**src/cce_params.svh**
```systemverilog
// Address, block, set, LCE, CCE, way and way-group size macros

`ifndef CCE_PARAMS_SVH
`define CCE_PARAMS_SVH

// Physical address and data widths
`define CCE_PADDR_WIDTH 16
`define CCE_LG_BLOCK_BYTES 3
`define CCE_BLOCK_WIDTH 64
`define CCE_NC_DATA_WIDTH 16

// LCE geometry
`define CCE_LG_SETS 4
`define CCE_LG_ASSOC 2
`define CCE_LG_NUM_LCE 2

// Two CCEs share the sets of each LCE
`define CCE_LG_NUM_CCE 1

// Pending table index and the bit just above the way-group field
`define CCE_LG_WAY_GROUPS 3
`define CCE_WG_HIGH (`CCE_LG_BLOCK_BYTES + `CCE_LG_SETS)

`endif

```
**src/cce_pkg.sv**
```systemverilog
// Opcode and select enums, instruction structs, memory and LCE command structs
`default_nettype none

`include "cce_params.svh"

package cce_pkg;

  typedef logic [`CCE_PADDR_WIDTH-1:0]   cce_addr_t;
  typedef logic [`CCE_BLOCK_WIDTH-1:0]   cce_block_t;
  typedef logic [`CCE_NC_DATA_WIDTH-1:0] cce_nc_data_t;
  typedef logic [`CCE_LG_SETS-1:0]       cce_set_t;
  typedef logic [`CCE_LG_NUM_LCE-1:0]    cce_lce_id_t;
  typedef logic [`CCE_LG_NUM_CCE-1:0]    cce_cce_id_t;
  typedef logic [`CCE_LG_ASSOC-1:0]      cce_way_t;
  typedef logic [`CCE_LG_WAY_GROUPS-1:0] cce_wg_t;
  // MOESI-style coherence state as sent to an LCE
  typedef logic [2:0]                    cce_coh_state_t;

  // Opcodes 2 and 3 are no-ops
  typedef enum logic [1:0] {
    e_op_mem_cmd = 2'd0,
    e_op_lce_cmd = 2'd1
  } cce_op_e;

  typedef enum logic [1:0] {
    e_lce_sel_req  = 2'd0,
    e_lce_sel_inst = 2'd1,
    e_lce_sel_zero = 2'd2
  } cce_lce_sel_e;

  typedef enum logic [1:0] {
    e_addr_sel_set = 2'd0,
    e_addr_sel_req = 2'd1,
    e_addr_sel_lru = 2'd2
  } cce_addr_sel_e;

  typedef enum logic [1:0] {
    e_way_sel_req  = 2'd0,
    e_way_sel_lru  = 2'd1,
    e_way_sel_zero = 2'd2
  } cce_way_sel_e;

  typedef enum logic [1:0] {
    e_cmd_invalidate = 2'd0,
    e_cmd_set_tag    = 2'd1,
    e_cmd_transfer   = 2'd2,
    e_cmd_writeback  = 2'd3
  } cce_lce_cmd_e;

  typedef enum logic {
    e_mem_wr = 1'b0,
    e_mem_rd = 1'b1
  } cce_mem_type_e;

  // LCE data command type, cached fill or uncached word
  typedef enum logic {
    e_data_cmd_cce = 1'b0,
    e_data_cmd_nc  = 1'b1
  } cce_data_cmd_e;

  typedef struct packed {
    cce_op_e       op;
    cce_lce_sel_e  lce_sel;
    cce_addr_sel_e addr_sel;
    cce_way_sel_e  way_sel;
    cce_lce_cmd_e  cmd;
    cce_set_t      set;
    cce_lce_id_t   lce;
  } cce_inst_s;

  typedef struct packed {
    logic          mem_cmd_v;
    logic          lce_cmd_v;
    logic          mem_addr_lru;
    cce_lce_sel_e  lce_sel;
    cce_addr_sel_e addr_sel;
    cce_way_sel_e  way_sel;
    cce_lce_cmd_e  cmd;
    cce_set_t      set;
    cce_lce_id_t   lce;
  } cce_decoded_s;

  typedef struct packed {
    cce_mem_type_e msg_type;
    cce_addr_t     addr;
    cce_lce_id_t   lce;
    cce_way_t      way;
    logic          uncached;
    cce_block_t    data;
  } cce_mem_cmd_s;

  typedef struct packed {
    cce_lce_id_t    dst;
    cce_cce_id_t    src;
    cce_lce_cmd_e   msg_type;
    cce_addr_t      addr;
    cce_way_t       way;
    cce_coh_state_t state;
    cce_lce_id_t    target;
    cce_way_t       target_way;
  } cce_lce_cmd_s;

endpackage

`default_nettype wire

```
**src/cce_inst_decode.sv**
```systemverilog
// Decode stage that takes an instruction word and holds its decoded form
`timescale 1ns/1ps
`default_nettype none

module cce_inst_decode
  import cce_pkg::*;
  (
    input  logic         clk_i
  , input  logic         rst_i

  , input  cce_inst_s    inst_i
  , input  logic         inst_v_i
  , output logic         inst_yumi_o

  , output logic         dec_v_o
  , output cce_decoded_s dec_o
  , input  logic         dec_done_i
  );

  logic         dec_v_q;
  cce_decoded_s dec_q;
  cce_decoded_s dec_d;

  // Take a new word when empty or when the held one retires this cycle
  assign inst_yumi_o = inst_v_i & (~dec_v_q | dec_done_i);

  always_comb begin
    dec_d     = '0;
    dec_d.cmd = inst_i.cmd;
    dec_d.set = inst_i.set;
    dec_d.lce = inst_i.lce;
    case (inst_i.op)
      e_op_mem_cmd: begin
        dec_d.mem_cmd_v    = 1'b1;
        // Writebacks go out to the victim (LRU) address
        dec_d.mem_addr_lru = (inst_i.cmd == e_cmd_writeback);
      end
      e_op_lce_cmd: begin
        dec_d.lce_cmd_v = 1'b1;
        dec_d.lce_sel   = inst_i.lce_sel;
        dec_d.addr_sel  = inst_i.addr_sel;
        dec_d.way_sel   = inst_i.way_sel;
      end
      default: begin
        // No-op, retires without sending anything
      end
    endcase
  end

  always_ff @(posedge clk_i) begin
    if (rst_i) begin
      dec_v_q <= 1'b0;
    end else if (inst_yumi_o) begin
      dec_v_q <= 1'b1;
    end else if (dec_done_i) begin
      dec_v_q <= 1'b0;
    end
  end

  always_ff @(posedge clk_i) begin
    if (inst_yumi_o) begin
      dec_q <= dec_d;
    end
  end

  assign dec_v_o = dec_v_q;
  assign dec_o   = dec_q;

endmodule

`default_nettype wire

```
**src/cce_pending_bits.sv**
```systemverilog
// Pending-bit table indexed by way group, one read port and one write port
`timescale 1ns/1ps
`default_nettype none

`include "cce_params.svh"

module cce_pending_bits
  (
    input  logic                          clk_i
  , input  logic                          rst_i

  , input  logic [`CCE_LG_WAY_GROUPS-1:0] rd_wg_i
  , output logic                          rd_bit_o

  , input  logic                          w_v_i
  , input  logic [`CCE_LG_WAY_GROUPS-1:0] w_wg_i
  , input  logic                          w_bit_i
  );

  localparam int num_wg = 1 << `CCE_LG_WAY_GROUPS;

  logic [num_wg-1:0] bits_q;

  // Read sees the value from before this cycle's write
  assign rd_bit_o = bits_q[rd_wg_i];

  always_ff @(posedge clk_i) begin
    if (rst_i) begin
      bits_q <= '0;
    end else if (w_v_i) begin
      bits_q[w_wg_i] <= w_bit_i;
    end
  end

endmodule

`default_nettype wire

```
**src/cce_msg.sv**
```systemverilog
// Message stage: pending-port arbitration, outbound command forming, data forwarding
`timescale 1ns/1ps
`default_nettype none

`include "cce_params.svh"

module cce_msg
  import cce_pkg::*;
  (
    input  cce_cce_id_t    cce_id_i

  , input  logic           dec_v_i
  , input  cce_decoded_s   dec_i
  , output logic           dec_done_o

    // MSHR fields
  , input  cce_addr_t      req_addr_i
  , input  cce_addr_t      lru_addr_i
  , input  cce_lce_id_t    req_lce_i
  , input  cce_way_t       req_way_i
  , input  cce_way_t       lru_way_i
  , input  logic           rd_not_wr_i
  , input  logic           uncached_i
  , input  cce_coh_state_t next_state_i
  , input  cce_nc_data_t   nc_data_i

    // Memory write acknowledgement
  , input  cce_addr_t      mem_resp_addr_i
  , input  logic           mem_resp_v_i
  , output logic           mem_resp_yumi_o

    // Memory data response in, LCE data command out
  , input  cce_block_t     mem_data_resp_i
  , input  cce_addr_t      mem_data_resp_addr_i
  , input  cce_lce_id_t    mem_data_resp_lce_i
  , input  cce_way_t       mem_data_resp_way_i
  , input  logic           mem_data_resp_uc_i
  , input  logic           mem_data_resp_v_i
  , output logic           mem_data_resp_yumi_o

  , output cce_block_t     lce_data_cmd_data_o
  , output cce_lce_id_t    lce_data_cmd_dst_o
  , output cce_way_t       lce_data_cmd_way_o
  , output cce_data_cmd_e  lce_data_cmd_type_o
  , output logic           lce_data_cmd_v_o
  , input  logic           lce_data_cmd_ready_i

    // Pending table
  , output cce_wg_t        pend_rd_wg_o
  , input  logic           pend_rd_bit_i
  , output logic           pend_w_v_o
  , output cce_wg_t        pend_w_wg_o
  , output logic           pend_w_bit_o

    // Output registers
  , output logic           mem_in_v_o
  , output cce_mem_cmd_s   mem_in_o
  , input  logic           mem_in_ready_i
  , output logic           lce_in_v_o
  , output cce_lce_cmd_s   lce_in_o
  , input  logic           lce_in_ready_i
  );

  cce_addr_t mem_addr;
  logic      data_fwd;
  logic      port_free;
  logic      mem_go;
  logic      lce_go;
  logic      nop_go;

  // Data response forwarding owns the pending write port when it happens
  assign data_fwd             = mem_data_resp_v_i & lce_data_cmd_ready_i;
  assign lce_data_cmd_v_o     = mem_data_resp_v_i;
  assign mem_data_resp_yumi_o = data_fwd;
  assign mem_resp_yumi_o      = mem_resp_v_i & ~data_fwd;

  assign lce_data_cmd_data_o = mem_data_resp_i;
  assign lce_data_cmd_dst_o  = mem_data_resp_lce_i;
  assign lce_data_cmd_way_o  = mem_data_resp_uc_i ? '0 : mem_data_resp_way_i;
  assign lce_data_cmd_type_o = mem_data_resp_uc_i ? e_data_cmd_nc : e_data_cmd_cce;

  // Instruction goes last and retries while the port is taken
  assign mem_addr     = dec_i.mem_addr_lru ? lru_addr_i : req_addr_i;
  assign pend_rd_wg_o = mem_addr[`CCE_WG_HIGH-1 -: `CCE_LG_WAY_GROUPS];
  assign port_free    = ~data_fwd & ~mem_resp_yumi_o;

  assign mem_go = dec_v_i & dec_i.mem_cmd_v & port_free & ~pend_rd_bit_i & mem_in_ready_i;
  assign lce_go = dec_v_i & dec_i.lce_cmd_v & port_free & lce_in_ready_i;
  assign nop_go = dec_v_i & ~dec_i.mem_cmd_v & ~dec_i.lce_cmd_v & port_free;

  assign dec_done_o = mem_go | lce_go | nop_go;
  assign mem_in_v_o = mem_go;
  assign lce_in_v_o = lce_go;

  // Pending write port, priority data forward, then ack, then command
  always_comb begin
    pend_w_v_o   = 1'b0;
    pend_w_wg_o  = '0;
    pend_w_bit_o = 1'b0;
    if (data_fwd) begin
      pend_w_v_o  = 1'b1;
      pend_w_wg_o = mem_data_resp_addr_i[`CCE_WG_HIGH-1 -: `CCE_LG_WAY_GROUPS];
    end else if (mem_resp_yumi_o) begin
      pend_w_v_o  = 1'b1;
      pend_w_wg_o = mem_resp_addr_i[`CCE_WG_HIGH-1 -: `CCE_LG_WAY_GROUPS];
    end else if (mem_go) begin
      pend_w_v_o   = 1'b1;
      pend_w_wg_o  = pend_rd_wg_o;
      pend_w_bit_o = 1'b1;
    end
  end

  always_comb begin
    mem_in_o          = '0;
    mem_in_o.msg_type = rd_not_wr_i ? e_mem_rd : e_mem_wr;
    mem_in_o.addr     = mem_addr;
    mem_in_o.lce      = req_lce_i;
    mem_in_o.way      = lru_way_i;
    mem_in_o.uncached = uncached_i;
    // Only an uncached store carries data from the instruction side
    if (!rd_not_wr_i && uncached_i) begin
      mem_in_o.data = cce_block_t'(nc_data_i);
    end
  end

  always_comb begin
    lce_in_o          = '0;
    lce_in_o.src      = cce_id_i;
    lce_in_o.msg_type = dec_i.cmd;
    case (dec_i.lce_sel)
      e_lce_sel_req:  lce_in_o.dst = req_lce_i;
      e_lce_sel_inst: lce_in_o.dst = dec_i.lce;
      default:        lce_in_o.dst = '0;
    endcase
    // Sets are striped across CCEs, so set index = set * num_cce + cce_id
    case (dec_i.addr_sel)
      e_addr_sel_set: begin
        lce_in_o.addr = ((cce_addr_t'(dec_i.set) << `CCE_LG_NUM_CCE) + cce_addr_t'(cce_id_i))
                        << `CCE_LG_BLOCK_BYTES;
      end
      e_addr_sel_req: lce_in_o.addr = req_addr_i;
      e_addr_sel_lru: lce_in_o.addr = lru_addr_i;
      default:        lce_in_o.addr = '0;
    endcase
    case (dec_i.way_sel)
      e_way_sel_req: lce_in_o.way = req_way_i;
      e_way_sel_lru: lce_in_o.way = lru_way_i;
      default:       lce_in_o.way = '0;
    endcase
    if (dec_i.cmd == e_cmd_set_tag) begin
      lce_in_o.state = next_state_i;
    end
    // Transfer sends the victim block to the requester's LRU way
    if (dec_i.cmd == e_cmd_transfer) begin
      lce_in_o.target     = req_lce_i;
      lce_in_o.target_way = lru_way_i;
    end
  end

endmodule

`default_nettype wire

```
**src/cce_out_reg.sv**
```systemverilog
// One-entry output register with valid/ready on both sides, generic payload
`timescale 1ns/1ps
`default_nettype none

module cce_out_reg
  #(parameter type payload_t = logic)
  (
    input  logic     clk_i
  , input  logic     rst_i

  , input  logic     in_v_i
  , input  payload_t in_i
  , output logic     in_ready_o

  , output logic     out_v_o
  , output payload_t out_o
  , input  logic     out_ready_i
  );

  logic     full_q;
  payload_t data_q;

  // Room when empty or when the held entry leaves this cycle
  assign in_ready_o = ~full_q | out_ready_i;

  always_ff @(posedge clk_i) begin
    if (rst_i) begin
      full_q <= 1'b0;
    end else if (in_ready_o) begin
      full_q <= in_v_i;
    end
  end

  always_ff @(posedge clk_i) begin
    if (in_v_i && in_ready_o) begin
      data_q <= in_i;
    end
  end

  assign out_v_o = full_q;
  assign out_o   = data_q;

endmodule

`default_nettype wire

```
**src/cce_top.sv**
```systemverilog
// Top level: decode stage, message stage, pending table and two output registers
`timescale 1ns/1ps
`default_nettype none

module cce_top
  import cce_pkg::*;
  (
    input  logic           clk_i
  , input  logic           rst_i
  , input  cce_cce_id_t    cce_id_i

  , input  cce_inst_s      inst_i
  , input  logic           inst_v_i
  , output logic           inst_yumi_o

  , input  cce_addr_t      req_addr_i
  , input  cce_addr_t      lru_addr_i
  , input  cce_lce_id_t    req_lce_i
  , input  cce_way_t       req_way_i
  , input  cce_way_t       lru_way_i
  , input  logic           rd_not_wr_i
  , input  logic           uncached_i
  , input  cce_coh_state_t next_state_i
  , input  cce_nc_data_t   nc_data_i

  , input  cce_addr_t      mem_resp_addr_i
  , input  logic           mem_resp_v_i
  , output logic           mem_resp_yumi_o

  , input  cce_block_t     mem_data_resp_i
  , input  cce_addr_t      mem_data_resp_addr_i
  , input  cce_lce_id_t    mem_data_resp_lce_i
  , input  cce_way_t       mem_data_resp_way_i
  , input  logic           mem_data_resp_uc_i
  , input  logic           mem_data_resp_v_i
  , output logic           mem_data_resp_yumi_o

  , output cce_block_t     lce_data_cmd_data_o
  , output cce_lce_id_t    lce_data_cmd_dst_o
  , output cce_way_t       lce_data_cmd_way_o
  , output cce_data_cmd_e  lce_data_cmd_type_o
  , output logic           lce_data_cmd_v_o
  , input  logic           lce_data_cmd_ready_i

  , output cce_mem_cmd_s   mem_cmd_o
  , output logic           mem_cmd_v_o
  , input  logic           mem_cmd_ready_i

  , output cce_lce_cmd_s   lce_cmd_o
  , output logic           lce_cmd_v_o
  , input  logic           lce_cmd_ready_i
  );

  logic         dec_v;
  cce_decoded_s dec;
  logic         dec_done;

  cce_wg_t      pend_rd_wg;
  logic         pend_rd_bit;
  logic         pend_w_v;
  cce_wg_t      pend_w_wg;
  logic         pend_w_bit;

  logic         mem_in_v;
  cce_mem_cmd_s mem_in;
  logic         mem_in_ready;
  logic         lce_in_v;
  cce_lce_cmd_s lce_in;
  logic         lce_in_ready;

  cce_inst_decode u_decode (
    .clk_i       (clk_i),
    .rst_i       (rst_i),
    .inst_i      (inst_i),
    .inst_v_i    (inst_v_i),
    .inst_yumi_o (inst_yumi_o),
    .dec_v_o     (dec_v),
    .dec_o       (dec),
    .dec_done_i  (dec_done)
  );

  cce_msg u_msg (
    .cce_id_i             (cce_id_i),
    .dec_v_i              (dec_v),
    .dec_i                (dec),
    .dec_done_o           (dec_done),
    .req_addr_i           (req_addr_i),
    .lru_addr_i           (lru_addr_i),
    .req_lce_i            (req_lce_i),
    .req_way_i            (req_way_i),
    .lru_way_i            (lru_way_i),
    .rd_not_wr_i          (rd_not_wr_i),
    .uncached_i           (uncached_i),
    .next_state_i         (next_state_i),
    .nc_data_i            (nc_data_i),
    .mem_resp_addr_i      (mem_resp_addr_i),
    .mem_resp_v_i         (mem_resp_v_i),
    .mem_resp_yumi_o      (mem_resp_yumi_o),
    .mem_data_resp_i      (mem_data_resp_i),
    .mem_data_resp_addr_i (mem_data_resp_addr_i),
    .mem_data_resp_lce_i  (mem_data_resp_lce_i),
    .mem_data_resp_way_i  (mem_data_resp_way_i),
    .mem_data_resp_uc_i   (mem_data_resp_uc_i),
    .mem_data_resp_v_i    (mem_data_resp_v_i),
    .mem_data_resp_yumi_o (mem_data_resp_yumi_o),
    .lce_data_cmd_data_o  (lce_data_cmd_data_o),
    .lce_data_cmd_dst_o   (lce_data_cmd_dst_o),
    .lce_data_cmd_way_o   (lce_data_cmd_way_o),
    .lce_data_cmd_type_o  (lce_data_cmd_type_o),
    .lce_data_cmd_v_o     (lce_data_cmd_v_o),
    .lce_data_cmd_ready_i (lce_data_cmd_ready_i),
    .pend_rd_wg_o         (pend_rd_wg),
    .pend_rd_bit_i        (pend_rd_bit),
    .pend_w_v_o           (pend_w_v),
    .pend_w_wg_o          (pend_w_wg),
    .pend_w_bit_o         (pend_w_bit),
    .mem_in_v_o           (mem_in_v),
    .mem_in_o             (mem_in),
    .mem_in_ready_i       (mem_in_ready),
    .lce_in_v_o           (lce_in_v),
    .lce_in_o             (lce_in),
    .lce_in_ready_i       (lce_in_ready)
  );

  cce_pending_bits u_pending (
    .clk_i    (clk_i),
    .rst_i    (rst_i),
    .rd_wg_i  (pend_rd_wg),
    .rd_bit_o (pend_rd_bit),
    .w_v_i    (pend_w_v),
    .w_wg_i   (pend_w_wg),
    .w_bit_i  (pend_w_bit)
  );

  cce_out_reg #(.payload_t(cce_mem_cmd_s)) u_mem_out (
    .clk_i       (clk_i),
    .rst_i       (rst_i),
    .in_v_i      (mem_in_v),
    .in_i        (mem_in),
    .in_ready_o  (mem_in_ready),
    .out_v_o     (mem_cmd_v_o),
    .out_o       (mem_cmd_o),
    .out_ready_i (mem_cmd_ready_i)
  );

  cce_out_reg #(.payload_t(cce_lce_cmd_s)) u_lce_out (
    .clk_i       (clk_i),
    .rst_i       (rst_i),
    .in_v_i      (lce_in_v),
    .in_i        (lce_in),
    .in_ready_o  (lce_in_ready),
    .out_v_o     (lce_cmd_v_o),
    .out_o       (lce_cmd_o),
    .out_ready_i (lce_cmd_ready_i)
  );

endmodule

`default_nettype wire

```
**config.mk**
```make
export PLATFORM = sky130hd
export DESIGN_NAME = cce_top
export DESIGN_NICKNAME = d
export VERILOG_FILES = /design/src/cce_pkg.sv /design/src/cce_inst_decode.sv /design/src/cce_pending_bits.sv /design/src/cce_msg.sv /design/src/cce_out_reg.sv /design/src/cce_top.sv
export VERILOG_INCLUDE_DIRS = /design/src
export SDC_FILE = /design/constraint.sdc
export NUM_CORES = 1
export LEC_CHECK = 0
export ABC_CLOCK_PERIOD_IN_PS = 6200
export BUFFER_PORTS_ARGS = -buffer_cell sky130_fd_sc_hd__buf_4
export CORE_AREA = 2 2 145 147
export CTS_BUF_LIST = sky130_fd_sc_hd__clkbuf_8
export DETAILED_ROUTE_END_ITERATION = 6
export DIE_AREA = 0 0 147 149
export SYNTH_ARGS = -nofsm -noshare
export SYNTH_HDL_FRONTEND = slang
export SYNTH_SLANG_ARGS = --single-unit
```
**constraint.sdc**
```tcl
create_clock -name clk_i -period 6.2 [get_ports clk_i]
set_clock_uncertainty 0.2 [all_clocks]
set_input_delay 0.31 -clock clk_i [delete_from_list [all_inputs] [get_ports clk_i]]
set_output_delay 0.31 -clock clk_i [all_outputs]
set_load 0.03 [all_outputs]
```
* Yosys cells after proc, flatten, opt, wreduce, memory -nomap -nowiden
Index checks and enable logic that the tools add are counted.
** Word-level totals
- Bits in registers :: 144
- Input bits :: 185
- Output and inout port bits :: 191
- Logic and storage cells :: 101
** Cells by class
- Mux-type cells :: 24
- $add $sub $neg :: 1
- Bitwise gates (word level) :: 27
- Equal/unequal tests :: 8
- Magnitude comparators :: 3
- Reductions and logical operators :: 10
** Operators with widths (count)
- $pmux W16 S3 :: 1
- $mux W16 :: 1
- $and A1 B1 Y1 :: 14
- $mux W1 :: 13
- $eq A2 B1 Y1 const B :: 5
- $mux W3 :: 3
- $bwmux W8 :: 1
- $logic_not A2 Y1 :: 4
- $lt A3 B4 Y1 const B :: 2
- $not A1 Y1 :: 8
- $pmux W2 S2 :: 2
- $add A5 B1 Y6 :: 1
- $eq A2 B2 Y1 const B :: 3
- $or A1 B1 Y1 :: 5
- $logic_and A1 B1 Y1 :: 4
- $bmux W1 S3 :: 1
- $demux W1 S3 :: 1
- $ge A3 B1 Y1 const B :: 1
- $mux W2 :: 1
- $reduce_bool A2 Y1 :: 1
- $logic_not A1 Y1 :: 1

* Logic depth before layout (Yosys ltp)
- Depth after elaboration :: 16
- Depth in mapped cells :: 8
- Gate-level depth less buffers :: 7

* By module
Synthesis repeated with hierarchy kept, for this count alone.
** Second synthesis, totals
- Cell total of the unflattened synthesis :: 436
- Area total of the unflattened synthesis :: 6393.6 sq um
** Modules (own cells, without submodules)
- cce_out_reg (u_mem_out) :: cells an instance 91, times used 1, area each 2637.5 sq um, seq. area each 2602.5 sq um
- cce_msg :: cells an instance 242, times used 1, area each 1766.7 sq um, seq. area each 0.0 sq um
- cce_out_reg (u_lce_out) :: cells an instance 35, times used 1, area each 955.9 sq um, seq. area each 920.9 sq um
- cce_inst_decode :: cells an instance 31, times used 1, area each 613.1 sq um, seq. area each 530.5 sq um
- cce_pending_bits :: cells an instance 37, times used 1, area each 420.4 sq um, seq. area each 160.2 sq um

* Worst setup path before layout
No wires, ideal clock.
- Path kind :: reg2reg
- Start point :: reg u_decode.dec_q (netlist bit u_decode.dec_o[14])
- End point :: reg u_decode.dec_q (netlist bit u_decode.dec_o[0]) (enable)
- Path buffers :: 1
- Required time :: 5.589 ns
- Cell stages (with the launch flop) :: 8
- Clock period less this slack :: 4.495 ns
- Setup slack :: 1.705 ns
- Data arrival time :: 3.884 ns
- Setup time :: 0.411 ns
- Cell sequence :: edfxtp_1 -> buf_6 -> mux2_4 -> mux4_2 -> mux2i_4 -> and2_1 -> nor2_1 -> nor2b_1
** RTL lines
- from (decl) :: RTL line cce_inst_decode.sv:21 : cce_decoded_s dec_q;
- from (signal assigned) :: RTL line cce_inst_decode.sv:62 : dec_q <= dec_d;

==> metrics list <==
- The run finished with clean final reports.
- Slew at the pin closest to its max-slew limit: 877 ps
* Worst-case hold slack: 25.5 ps
- 376 I/O pins were placed.
- Area of the core region: roughly 21000 µm²
- In this run the critical register-to-register path is captured at u_decode.dec_o[10]$_SDFFCE_PN0P_.
* Placed wire-length estimate: 10700 µm
- Clock buffer count from CTS: 9
- For the worst-skew pair, the clock arrives at the later sink with an insertion delay of 360 ps.
- Area Growth Syn to Fin: 28.8%
- From bottom edge to top edge, the die measures roughly 150 µm.
* Routability congestion estimate from global placement: 0.751
* Wire length after detailed routing: ~13000 µm
- Synthesis instantiated 34 different standard cells from the library.
- Shortest clock period the worst path allows after layout: 3850 ps
- Based on the critical path, the design can be clocked at up to 259 MHz.
- Global routing finished with a remaining overflow of 0.
- Total of warnings raised by yosys: 0
- Before antenna repair, the detailed router went through 4 iterations.
- The die covers 21900 µm².
* Static Leakage: 0.00257 µW
- In the layout the commonest cells are 174 x sky130_fd_sc_hd__buf_4, 85 x sky130_fd_sc_hd__edfxtp_1, 48 x sky130_fd_sc_hd__conb_1, 30 x sky130_fd_sc_hd__and2_1, 30 x sky130_fd_sc_hd__dlygate4sd3_1.
* Crit. Startpoint: u_decode.dec_o[14]$_SDFFCE_PN0P_
* Layout cells sized above 1: between 40% and 50%
- Synthesized area: 4870 µm²
- The tightest min-delay check is of the input port to register type.
* Post-synthesis sequential element count: 96
* Endpoint of the most critical setup path: inst_yumi_o
* Slew margin rel.: around two fifths
* Total number of clock tree sinks: 96
- Reported max-cap violation count: 0
* Startpoint types: register
- Once detail routing completed, the nets flagged for antenna violations numbered 0.
* Most common cell after layout, fill and taps aside: sky130_fd_sc_hd__buf_4
- Origin of the worst min-delay path: inst_i[10]
* Via density per instance: a little under 4
- Number of failing setup endpoints in the final timing report: 0
* Violation count after the first detailed-route iteration: 73
- For this design the ratio of total power to cell area is roughly 210 nW/µm².
- The number of antenna violations at the first check in global routing is 0.
- All-layer global routing usage: between 10% and 20%
- STA classifies the critical path endpoint as a primary output.
- Layout fillers: 2132
* R2R depth: 8
* Number of vias after detailed routing: 3094
* Number of global-route vias before repair: 2930
- The number of antenna diodes in the final layout is 0.
* Wire length of the first global-routing pass: 18800 µm
- Arrival time of data at the critical path endpoint: ~3300 ps
- Post-layout net count: 699
- Number of port buffers: 169
* RSZ-0062 raised after global routing: no
- No sink is reached through more buffers than the 2 on the longest clock path.
* Minimum setup slack among reg-to-reg paths: ~2900 ps
- Entering global routing, the biggest net connects 40 pins.
* Sequential cell area fraction in the yosys report: between 50% and 60%
- Clock root buffer: sky130_fd_sc_hd__clkbuf_8
* Die boundary width: 147 µm
- IR Drop Worst-Case VDD: 77.8 µV
* Fin. Hold Viols: 0
* Max-slew violation count: 0
- Maximum fanout encountered on the critical timing path: 16
* Initial Utilization: 23.7%
- In the final timing run, aggregate negative setup slack is 0 ps.
- Clock-pin slew was measured on the worst setup and hold paths at 100 ps.
* Mean area per synthesized cell: between 10 and 15 µm²
- Fraction of the cycle the final worst path needs: 62.2%
- Average wire per standard cell: 17.0 µm
* Critical Setup Path Class: register to primary output
- Gate count after technology mapping: about 380
- After detailed routing, the number of remaining DRC violations is 0.
- Clock tree from TritonCTS: built
- Max H-tree Level: 3
- Cell row count: 53
- Data on the critical path is required at its endpoint by 5690 ps.
* Launch instance of the worst register-to-register path: u_decode.dec_o[14]$_SDFFCE_PN0P_
* Buffers inserted by post-CTS timing repair: 0
[cell usage after synthesis (all sizes together)]
cell	number	area share, %
o21ai	8	0.82
mux2	15	3.5
and3	1	0.13
inv	3	0.23
nor3b	1	0.26
nor2	10	0.77
o211ai	1	0.15
conb	1	0.077
clkbuf	8	0.62
and2	31	4.0
dfxtp	11	4.5
buf	117	18
a21oi	5	0.51
a21o	1	0.15
a22o	11	2.0
nand2b	11	1.4
o31ai	1	0.15
nand3	4	0.41
a31o	1	0.18
nand4	2	0.26
o21ba	1	0.21
nor2b	11	1.4
and4	1	0.18
mux4	3	1.4
nand2	11	0.85
mux2i	19	4.2
edfxtp	85	52
and2b	1	0.15
o311ai	2	0.87
[critical path, stage by stage, from the launching register on]
cell,delay [ps]
sky130_fd_sc_hd__edfxtp_1,330
sky130_fd_sc_hd__buf_4,250
sky130_fd_sc_hd__mux2_4,390
sky130_fd_sc_hd__mux4_2,500
sky130_fd_sc_hd__mux2i_4,190
sky130_fd_sc_hd__and2_2,180
sky130_fd_sc_hd__nor2_1,60
sky130_fd_sc_hd__nor2b_2,590
sky130_fd_sc_hd__buf_4,290
sky130_fd_sc_hd__buf_4,170
[metrics by stage]
step           utilization, %  std cells  setup slack (ps)  cell area [µm²]  power, µW
2_1_floorplan               -        424              1710             5040        974
3_3_place_gp             28.1        748              2630             5790        957
3_5_place_dp             28.1        748              2630             5790        958
4_1_cts                  30.5        794              2200             6270       1360
5_1_grt                  30.5        794              2050             6270       1400
6_report                 30.5        794              2350             6270       1340
[state kept, by name, summed over array words and instances (netlist names)]
register           flops
u_decode.dec_o        17
u_decode.dec_v_o       1
u_lce_out.out_o       30
u_lce_out.out_v_o      1
u_mem_out.out_o       38
u_mem_out.out_v_o      1
u_pending.bits_q       8
[logic make-up (layout without fill, tap and decap cells)]
kind of cell,Yosys count,in the layout,share of synthesized area (%)
AO/OA/AOI/OAI,31,31,5.04
buffers and inverters,128,223,19.0
flip-flops,96,96,57.0
multiplexers,37,37,9.10
other,1,48,0.0771
AND/OR/NAND/NOR,84,84,9.82
[final cells by class]
type | count | area [µm²] | share of cell area (%)
tap | 275 | 344 | 5.49
sequential | 96 | 2770 | 44.2
clock inverter | 7 | 57.6 | 0.918
clock buffer | 9 | 124 | 1.98
multi-input combinational | 200 | 1350 | 21.6
inverter | 3 | 11.3 | 0.180
timing repair buffer | 204 | 1610 | 25.6
[report_power, final]
part	switching [µW]	total, µW	leakage [µW]	internal, µW
sequential	8.83	734	0.000865	725
clock	234	385	0.0000867	151
combinational	126	223	0.00162	97.0
total	369	1340	0.00257	973
[per-layer routing]
metal | global-route usage (%) | share of wire, %
met1 | 11.8 | 34
met2 | 21.2 | 51
met3 | 5.23 | 12
met4 | 4.86 | 2.3
met5 | 0 | 0
[how the worst min path moves through the flow]
stage / to / slack, ps / cells after the start
6_report: u_decode.dec_o[10]$_SDFFCE_PN0P_ / 30 / 2
4_1_cts: u_mem_out.out_o[10]$_SDFFCE_PN0P_ / 2 / 2
3_3_place_gp: u_pending.bits_q[1]$_SDFFE_PP0P_ / 270 / 2
2_1_floorplan: u_decode.dec_o[0]$_DFFE_PP_ / 210 / 0
3_5_place_dp: u_pending.bits_q[5]$_SDFFE_PP0P_ / 270 / 2
5_1_grt: u_lce_out.out_o[5]$_SDFFCE_PP0P_ / 2 / 2
[timing repair]
item	CTS	global route
resized for setup	0	0
hold buffers	30	0
hold endpoints to repair	31	0
(Power assumes the default switching activity.)
